==> config.mk <==
export PLATFORM = sky130hd
export DESIGN_NAME = scan_subsystem
export DESIGN_NICKNAME = d
export VERILOG_FILES = /design/src/logic/apb_pkg.sv /design/src/logic/scan_pkg.sv /design/src/logic/scan_subsystem.sv /design/src/logic/design_slot.sv /design/src/logic/scan_driver_mux.sv /design/src/logic/clk_divider.sv /design/src/logic/scan_sequencer.sv /design/src/logic/apb_scan_regs.sv
export SDC_FILE = /design/constraint.sdc
export NUM_CORES = 1
export LEC_CHECK = 0
export BUFFER_PORTS_ARGS = -buffer_cell sky130_fd_sc_hd__buf_2
export CORE_MARGIN = 2
export CORE_UTILIZATION = 53
export DETAILED_ROUTE_END_ITERATION = 6
export PLACE_DENSITY = 0.73
export SYNTH_ARGS = -nofsm -noshare
export SYNTH_HDL_FRONTEND = slang
export SYNTH_SLANG_ARGS = --single-unit
==> constraint.sdc <==
create_clock -name clk -period 2.7 [get_ports clk]
set_clock_uncertainty 0.05 [all_clocks]
set_input_delay 0.405 -clock clk [delete_from_list [all_inputs] [get_ports clk]]
set_output_delay 0.405 -clock clk [all_outputs]
set_load 0.01 [all_outputs]
==> src/logic/apb_pkg.sv <==
package apb_pkg;

    typedef struct packed {
        logic        psel;
        logic        penable;
        logic        pwrite;
        logic [7:0]  paddr;   // byte address, word aligned map
        logic [31:0] pwdata;
    } apb_req_t;

    typedef struct packed {
        logic [31:0] prdata;
        logic        pready;   // no wait states
        logic        pslverr;  // unmapped address
    } apb_rsp_t;

    // register map
    localparam logic [7:0] ADDR_CTRL    = 8'h00;  // driver select
    localparam logic [7:0] ADDR_SELECT  = 8'h04;  // active slot
    localparam logic [7:0] ADDR_INPUTS  = 8'h08;  // byte for the active slot
    localparam logic [7:0] ADDR_DIVIDER = 8'h0c;  // slow clock setting
    localparam logic [7:0] ADDR_OUTPUTS = 8'h10;  // read only, last result
    localparam logic [7:0] ADDR_REFRESH = 8'h14;  // read only, refresh count

endpackage

==> src/logic/scan_pkg.sv <==
package scan_pkg;

    // bits per slot, both directions
    localparam int NUM_IOS = 8;

    typedef logic [NUM_IOS-1:0] io_byte_t;  // one slot's input or output byte

    // who drives the slot chain
    // codes 2 and 3 are not named and act as external
    typedef enum logic [1:0] {
        DRV_EXTERNAL = 2'd0,  // pins at the top level
        DRV_INTERNAL = 2'd1   // on-chip refresh sequencer
    } driver_sel_t;

    // driver to chain, same bundle for internal and external
    typedef struct packed {
        logic scan_clk;  // level, slots look for low to high on clk
        logic data;      // serial bit into slot 0
        logic select;    // capture user outputs instead of shifting
        logic latch_en;  // copy shift register into the input latch
    } scan_bus_t;

    // per slot key, key(n) = base + n * step, wraps at 8 bits
    localparam logic [7:0] SLOT_KEY_BASE = 8'h5a;
    localparam logic [7:0] SLOT_KEY_STEP = 8'h33;

endpackage
==> src/logic/scan_subsystem.sv <==
`timescale 1ns/100ps

module scan_subsystem import scan_pkg::*, apb_pkg::*; #(
    parameter int NUM_DESIGNS   = 4,
    parameter int DIV_MIN_WIDTH = 13
) (
    input  logic      clk,
    input  logic      reset,
    input  apb_req_t  apb_req,
    output apb_rsp_t  apb_rsp,
    input  scan_bus_t ext_bus,       // external driver pins
    output logic      ext_data_out,
    output logic      ready,         // high once per internal refresh
    output logic      slow_clk
);

    driver_sel_t            driver_sel;
    logic [8:0]             active_select;
    io_byte_t               inputs;
    io_byte_t               outputs;
    logic [2:0]             divider;
    logic                   divider_load;
    logic                   refresh_done;
    scan_bus_t              int_bus;
    scan_bus_t              chain_bus;
    logic                   chain_in;
    logic [NUM_DESIGNS:0]   chain_link;  // link n feeds slot n

    apb_scan_regs apb_scan_regs_i (
        .clk           (clk),
        .reset         (reset),
        .apb_req       (apb_req),
        .apb_rsp       (apb_rsp),
        .refresh_done  (refresh_done),
        .outputs       (outputs),
        .driver_sel    (driver_sel),
        .active_select (active_select),
        .inputs        (inputs),
        .divider       (divider),
        .divider_load  (divider_load)
    );

    scan_sequencer #(
        .NUM_DESIGNS (NUM_DESIGNS)
    ) scan_sequencer_i (
        .clk           (clk),
        .reset         (reset),
        .driver_sel    (driver_sel),
        .active_select (active_select),
        .inputs        (inputs),
        .chain_in      (chain_in),
        .int_bus       (int_bus),
        .outputs       (outputs),
        .ready         (ready),
        .refresh_done  (refresh_done)
    );

    clk_divider #(
        .DIV_MIN_WIDTH (DIV_MIN_WIDTH)
    ) clk_divider_i (
        .clk          (clk),
        .reset        (reset),
        .divider      (divider),
        .divider_load (divider_load),
        .slow_clk     (slow_clk)
    );

    scan_driver_mux scan_driver_mux_i (
        .driver_sel   (driver_sel),
        .int_bus      (int_bus),
        .ext_bus      (ext_bus),
        .chain_out    (chain_link[NUM_DESIGNS]),
        .chain_bus    (chain_bus),
        .chain_in     (chain_in),
        .ext_data_out (ext_data_out)
    );

    assign chain_link[0] = chain_bus.data;  // serial bit enters at slot 0

    for (genvar i = 0; i < NUM_DESIGNS; i++) begin : g_slot
        design_slot #(
            .SLOT_INDEX (i)
        ) design_slot_i (
            .clk       (clk),
            .reset     (reset),
            .chain_bus (chain_bus),
            .data_in   (chain_link[i]),
            .data_out  (chain_link[i+1])
        );
    end

endmodule

==> src/logic/design_slot.sv <==
`timescale 1ns/100ps

module design_slot import scan_pkg::*; #(
    parameter int SLOT_INDEX = 0
) (
    input  logic      clk,
    input  logic      reset,
    input  scan_bus_t chain_bus,
    input  logic      data_in,   // from the previous slot or the driver
    output logic      data_out   // to the next slot
);

    localparam logic [7:0] SLOT_KEY = 8'(SLOT_KEY_BASE + SLOT_INDEX * SLOT_KEY_STEP);

    logic     scan_clk_q;
    logic     scan_rise;
    io_byte_t shift_q;
    io_byte_t latch_q;
    io_byte_t latch_d;
    io_byte_t user_out;

    assign scan_rise = chain_bus.scan_clk && !scan_clk_q;

    // latch is transparent while latch_en is high, so a capture on the
    // latching edge already sees the new byte
    assign latch_d = chain_bus.latch_en ? shift_q : latch_q;

    // user design, rotate left by one then xor the slot key
    assign user_out = {latch_d[NUM_IOS-2:0], latch_d[NUM_IOS-1]} ^ SLOT_KEY;

    assign data_out = shift_q[NUM_IOS-1];  // MSB leaves first

    always_ff @(posedge clk) begin
        if (reset)
            scan_clk_q <= 1'b0;
        else
            scan_clk_q <= chain_bus.scan_clk;
    end

    always_ff @(posedge clk) begin
        latch_q <= latch_d;
        if (scan_rise) begin
            if (chain_bus.select)
                shift_q <= user_out;  // capture
            else
                shift_q <= {shift_q[NUM_IOS-2:0], data_in};
        end
    end

endmodule

==> src/logic/scan_driver_mux.sv <==
`timescale 1ns/100ps

module scan_driver_mux import scan_pkg::*; (
    input  driver_sel_t driver_sel,
    input  scan_bus_t   int_bus,       // from the sequencer
    input  scan_bus_t   ext_bus,       // from the pins
    input  logic        chain_out,     // last slot serial out
    output scan_bus_t   chain_bus,     // to every slot
    output logic        chain_in,      // back to the sequencer
    output logic        ext_data_out   // back to the pins
);

    logic use_int;

    // unnamed select codes fall back to the pins
    assign use_int = (driver_sel == DRV_INTERNAL);

    always_comb begin
        if (use_int)
            chain_bus = int_bus;
        else
            chain_bus = ext_bus;
    end

    // return bit goes to both drivers, the idle one ignores it
    assign chain_in     = chain_out;
    assign ext_data_out = chain_out;

endmodule

==> src/logic/clk_divider.sv <==
`timescale 1ns/100ps

module clk_divider #(
    parameter int DIV_MIN_WIDTH = 13  // fastest period is 2^(DIV_MIN_WIDTH+1)
) (
    input  logic       clk,
    input  logic       reset,
    input  logic [2:0] divider,
    input  logic       divider_load,
    output logic       slow_clk
);

    logic [DIV_MIN_WIDTH+7:0] counter;  // top tap is DIV_MIN_WIDTH + 7
    logic [2:0]               setting;

    // each setting step halves the frequency
    assign slow_clk = counter[DIV_MIN_WIDTH + int'(setting)];

    always_ff @(posedge clk) begin
        if (reset) begin
            counter <= '0;
            setting <= '0;
        end else begin
            counter <= counter + 1'b1;  // free running
            if (divider_load)
                setting <= divider;
        end
    end

endmodule

==> src/logic/scan_sequencer.sv <==
`timescale 1ns/100ps

module scan_sequencer import scan_pkg::*; #(
    parameter int NUM_DESIGNS = 4
) (
    input  logic        clk,
    input  logic        reset,
    input  driver_sel_t driver_sel,
    input  logic [8:0]  active_select,
    input  io_byte_t    inputs,
    input  logic        chain_in,      // serial return from the last slot
    output scan_bus_t   int_bus,
    output io_byte_t    outputs,       // result of the previous refresh
    output logic        ready,
    output logic        refresh_done
);

    localparam int              BIT_W       = $clog2(NUM_IOS);
    localparam logic [BIT_W-1:0] LAST_BIT   = BIT_W'(NUM_IOS - 1);
    localparam logic [8:0]      LAST_DESIGN = 9'(NUM_DESIGNS - 1);

    typedef enum logic [1:0] {
        START,  // sample inputs, publish outputs
        LOAD,   // shift 8N bits in
        LATCH,  // latch and capture on one scan clock edge
        READ    // shift 8N bits out
    } state_t;

    state_t           state;
    logic             run;         // internal driver selected
    logic             scan_clk_r;
    logic [8:0]       design_cnt;  // chain position, 0 is the last slot
    logic [BIT_W-1:0] bit_cnt;     // bit in the current byte, MSB first
    logic [8:0]       sel_rev;     // chain position of the active slot
    logic             in_window;
    logic             step;        // counters advance this cycle
    logic             last_bit;
    io_byte_t         inputs_r;
    io_byte_t         read_buf;

    assign run       = (driver_sel == DRV_INTERNAL);
    assign sel_rev   = LAST_DESIGN - active_select;  // out of range select never matches
    assign in_window = (design_cnt == sel_rev);
    assign last_bit  = (bit_cnt == LAST_BIT) && (design_cnt == LAST_DESIGN);

    // LOAD has data valid on the high half, counters move after the low half
    // READ samples on the high half and moves on right after it
    assign step = (state == LOAD) ? !scan_clk_r : scan_clk_r;

    assign ready        = run && (state == START);
    assign refresh_done = run && (state == READ) && step && last_bit;  // last READ cycle

    // bus follows the held state when another driver owns the chain
    always_comb begin
        int_bus.scan_clk = scan_clk_r;
        int_bus.data     = ((state == LOAD) && in_window) ? inputs_r[LAST_BIT - bit_cnt] : 1'b0;
        int_bus.select   = (state == LATCH);
        int_bus.latch_en = (state == LATCH);
    end

    always_ff @(posedge clk) begin
        if (run && state == START)
            inputs_r <= inputs;  // one byte per refresh
    end

    always_ff @(posedge clk) begin
        if (reset) begin
            state      <= START;
            scan_clk_r <= 1'b0;
            design_cnt <= '0;
            bit_cnt    <= '0;
            outputs    <= '0;
            read_buf   <= '0;
        end else if (run) begin
            case (state)
                START: begin
                    outputs    <= read_buf;
                    scan_clk_r <= 1'b1;  // first LOAD cycle is a high half
                    state      <= LOAD;
                end
                LOAD, READ: begin
                    scan_clk_r <= !scan_clk_r;
                    // slots shift at the end of this high half, so take the bit now
                    if (state == READ && scan_clk_r && in_window)
                        read_buf[LAST_BIT - bit_cnt] <= chain_in;
                    if (step) begin
                        bit_cnt <= bit_cnt + 1'b1;  // wraps after the MSB..LSB run
                        if (bit_cnt == LAST_BIT) begin
                            design_cnt <= design_cnt + 1'b1;
                            if (design_cnt == LAST_DESIGN) begin
                                design_cnt <= '0;
                                state      <= (state == LOAD) ? LATCH : START;
                            end
                        end
                    end
                end
                LATCH: begin
                    // scan clock is high here after a low LOAD half
                    scan_clk_r <= 1'b0;
                    state      <= READ;
                end
                default: state <= START;
            endcase
        end
    end

endmodule

==> src/logic/apb_scan_regs.sv <==
`timescale 1ns/100ps

module apb_scan_regs import scan_pkg::*, apb_pkg::*; (
    input  logic        clk,
    input  logic        reset,
    input  apb_req_t    apb_req,
    output apb_rsp_t    apb_rsp,
    input  logic        refresh_done,   // one pulse per finished refresh
    input  io_byte_t    outputs,        // held by the sequencer
    output driver_sel_t driver_sel,
    output logic [8:0]  active_select,
    output io_byte_t    inputs,
    output logic [2:0]  divider,
    output logic        divider_load
);

    logic        access;       // apb access phase
    logic        wr;
    logic        hit;          // address is in the map
    logic [31:0] rdata;
    logic [15:0] refresh_cnt;

    assign access = apb_req.psel && apb_req.penable;
    assign wr     = access && apb_req.pwrite;

    // read mux, also decides if the address exists
    always_comb begin
        rdata = '0;
        hit   = 1'b1;
        case (apb_req.paddr)
            ADDR_CTRL:    rdata[1:0]         = driver_sel;
            ADDR_SELECT:  rdata[8:0]         = active_select;
            ADDR_INPUTS:  rdata[NUM_IOS-1:0] = inputs;
            ADDR_DIVIDER: rdata[2:0]         = divider;
            ADDR_OUTPUTS: rdata[NUM_IOS-1:0] = outputs;
            ADDR_REFRESH: rdata[15:0]        = refresh_cnt;
            default:      hit                = 1'b0;
        endcase
    end

    always_comb begin
        apb_rsp.prdata  = rdata;
        apb_rsp.pready  = 1'b1;            // zero wait
        apb_rsp.pslverr = access && !hit;  // only flagged in the access cycle
    end

    always_ff @(posedge clk) begin
        if (reset) begin
            driver_sel    <= DRV_EXTERNAL;
            active_select <= '0;
            inputs        <= '0;
            divider       <= '0;
            divider_load  <= 1'b0;
            refresh_cnt   <= '0;
        end else begin
            divider_load <= 1'b0;  // single cycle strobe
            if (wr) begin
                // read only and unmapped addresses fall into default
                case (apb_req.paddr)
                    ADDR_CTRL:    driver_sel    <= driver_sel_t'(apb_req.pwdata[1:0]);
                    ADDR_SELECT:  active_select <= apb_req.pwdata[8:0];
                    ADDR_INPUTS:  inputs        <= apb_req.pwdata[NUM_IOS-1:0];
                    ADDR_DIVIDER: begin
                        divider      <= apb_req.pwdata[2:0];
                        divider_load <= 1'b1;  // divider is stable when this is seen
                    end
                    default: ;
                endcase
            end
            if (refresh_done)
                refresh_cnt <= refresh_cnt + 1'b1;  // wraps at 16 bits
        end
    end

endmodule

==> results.cfg <==
[status]
status = complete, but fails checks
violations = negative setup slack

[yosys]
netlist_instances = 769
synth-seq-area-share_pct = 48.8
synth.area.top_cells = dfxtp_1 33%, edfxtp_1 16%, mux2_2 7.1%, a21oi_1 3.8%, nand2_1 3.6%
synth_top_cell_by_area = dfxtp_1
ys_ff_latch = 167
yosysWarnings = 0
synth.top_cell.area_share_pct = 33.2
synth_edf_count = 40
synth_cell_types = 57
async_reset_ff_share_pct = 0
syn_area_sq_mm = 0.00766
synth_flop_cell = dfxtp_1
syn_area_per_cell_sq_um = 9.97

[setup_path]
critPathMostFrequentCell = mux4_2
cpMaxStageDelayCell = mux4_2
critPathKind = reg -> out
crit_path_end_kind = output pin
cp.arrival_ns = 2.32
cp-start-kind = register
critPathMaxStageDelay_ns = 0.49
worstPathRequired_ns = 2.25
path_cells = ha_4 > mux4_2 > mux4_2 > nand2_1 > o31ai_1 > buf_2
critPathTopFamily = multiplexers
path_max_fanout = 4
path_buf_inv = 1

[power_and_ir_drop]
ir_drop_uv = 489
p_switching_mw = 1.13
powerDensity_mw_per_mm2 = 619
p_comb_share_pct = 5.0
p_int_mw = 4.24
finalPower_mw = 5.38
sw_frac_of_total_pct = 21.1
pwr-share-seq_pct = 50.6
leakage_nw = 3.08
clockPowerShare_pct = 44.4

[drt]
final_antenna_net_count = 0
drc_errors = 0
routedWlPerCell_um = 16.0
dr.first_iter.drc_count = 378
routed_via_density = 5.69
vias = 5714
drtPass1Iterations = 5
wl_um = 16100

[job]
drv_cap = 0

[clocking]
cts_tree = built
clock_sinks = 167
ctsHoldBuffers = 0
path_clk_slew_ns = 0.06
ctsRootBufferMaster = clkbuf_16
cts_max_path_buffers = 2
h-tree-depth = 4
numCtsBuffers = 17
clk_latency_ns = 0.42

[finish]
postLayoutCoreUtil_pct = 62.1
area_delta_synth_final_pct = 13.3
diodes = 0
drive_gt1_share_pct = 21.6
n_fill_cell = 1123
stdcell_area_sq_mm = 0.00868
nNetsFinal = 872

[floorplan]
io_pins = 86
design.die.area_sq_mm = 0.0154
core_area_sq_mm = 0.0140
dieHeight_um = 124
rows = 43
initial_core_util_pct = 54.8
die_w_um = 124

[min_path]
hold_class = in -> reg

[timing]
relSlewSlack_pct = 55.2
fin_crit_sh_pct = 103
hold_viol = 0
rsz0062_at_grt = yes
max_freq_mhz = 360
setup_violations = 1
worst_slack_ns = -0.0766
worstMarginPinSlew_ns = 0.672
period_needed_ns = 2.78
slew_violations = 0
tns_ns = -0.0766

[global_routing]
antenna_found_initial = 0
track_usage_pct = 20.9
grt_overflow = 0
grt_pass1_vias = 5517
grt_pass1_wl_um = 26500
grt_max_degree = 36

[placement]
gp_congestion = 0.861
io_buffers = 45
hpwl_um = 11100
placed_area_sq_mm = 0.00805
tightest hold or removal path, stage by stage:
cell and delay, ns:
buf_2 0.09, nand3_1 0.05, a21oi_1 0.05
repair_timing:
action,in CTS,in global routing
setup buffers,3,1
setup endpoints to repair,1,19
pin swaps,2,1
gates cloned,0,0
gates resized for setup,4,4
metal layers:
metal  vias up  part of all wire, %  wire length, um  global-route usage, %
met2       156                   49             7940                   34.7
met1      2728                   45             7230                   26.9
li1       2810                    -                -                      -
met4         0                  1.6              257                   6.61
met5         -                    0                0                      0
met3        20                  4.2              675                   5.20
registers in the layout, summed over array words and instances, names as in the netlist:
name and cells:
apb_scan_regs_i.divider 3, apb_scan_regs_i.driver_sel 2, clk_divider_i.counter 21, clk_divider_i.setting 3, scan_sequencer_i.design_cnt 9, scan_sequencer_i.outputs 8
scan_sequencer_i.bit_cnt 3, apb_scan_regs_i.divider_load 1, g_slot.design_slot_i.shift_q 32, scan_sequencer_i.scan_clk_r 1, apb_scan_regs_i.refresh_cnt 16, apb_scan_regs_i.inputs 8
g_slot.design_slot_i.scan_clk_q 1, scan_sequencer_i.read_buf 8, scan_sequencer_i.inputs_r 8, apb_scan_regs_i.active_select 9, scan_sequencer_i.state 2, g_slot.design_slot_i.latch_q 32
worst paths after layout:
check                                              start  cells past startpoint  slack [ns]                                       endpoint
min reg2reg       apb_scan_regs_i.inputs[6]$_SDFFE_PP0P_                      0        0.41         scan_sequencer_i.inputs_r[6]$_DFFE_PP_
max                clk_divider_i.setting[1]$_SDFFE_PP0P_                      6       -0.08                                       slow_clk
max reg2reg  scan_sequencer_i.design_cnt[0]$_SDFFE_PP0P_                      7        0.23    apb_scan_regs_i.refresh_cnt[9]$_SDFFE_PP0P_
min                                           apb_req[8]                      3        0.18  apb_scan_regs_i.active_select[8]$_SDFFE_PP0P_
area by class of cell:
type	instances	area, sq um	share of cell area [%]
clock inverters	8	95.1	1.10
flip-flops and latches	167	3750	43.2
multi-input cells	539	3640	42.0
clock buffers	24	483	5.56
repair buffers	71	433	4.99
inverters	15	56.3	0.648
well taps	180	225	2.59
logic make-up after synthesis:
group                    count (synthesis)  synth area share, %
buffers and inverters                   78                 4.90
flip-flops                             167                 48.8
AND/OR/NAND/NOR                        269                 17.9
multiplexers                            72                 11.8
adder cells (fa/ha/maj)                 12                 1.96
AO/OA/AOI/OAI                          130                 10.0
XOR/XNOR                                39                 4.46
other                                    2               0.0980
cell usage in the layout, fill, tap and decap left out, drive strengths merged, types with 2 or more instances in the layout:
cell	n
dfxtp	127
nand2	74
buf	71
a21oi	58
nor2	56
mux2	48
edfxtp	40
o21ai	38
nand3	37
clkbuf	24
nand4	21
xnor2	20
xor2	19
or3	19
conb	17
inv	16
mux2i	14
a22oi	12
and2	12
ha	12
mux4	10
nor2b	8
or4	8
o31ai	8
nor3	7
and4	7
and3	7
nor4	5
o41ai	4
clkinv	4
a221o	2
nand2b	2
nand3b	2
bufinv	2
a211oi	2
cell usage after synthesis (all sizes together) (2+ instances only):
library cell and instances:
and3 7, nand4 21, nand3b 2, or3 19
mux4 10, o41ai 4, nor4 5, and2 12
a22oi 12, nor2b 8, a221o 2, xnor2 20
clkbuf 34, o21ai 38, o31ai 8, dfxtp 127
nand3 37, buf 29, xor2 19, nand2 74
or4 8, and4 7, ha 12, inv 14
conb 2, edfxtp 40, a211oi 2, nor3 7
nor2 56, mux2 48, a21oi 58, nand2b 2
mux2i 14
power by group through the flow:
stage               sequential [mW]  clock [mW]  combinational (mW)
finish                         2.72        2.39               0.270
global route                   2.73        2.52               0.298
CTS                            2.72        2.43               0.271
detailed placement             2.78           0               0.269
global placement               2.77           0               0.258
floorplan                      2.76           0               0.214
through the flow:
| step | std cells | setup WS (ns) | hold slack (ns) |
|---|---|---|---|
| after global routing | 1004 | -0.129 | 0.190 |
| after global placement | 968 | 0.0462 | 0.394 |
| after detailed placement | 968 | 0.0137 | 0.400 |
| after floorplan | 784 | 0.270 | 0.375 |
| final | 1004 | -0.0766 | 0.178 |
| after CTS | 1003 | -0.0986 | 0.165 |
Note: power is estimated with default switching activity, not from simulation.
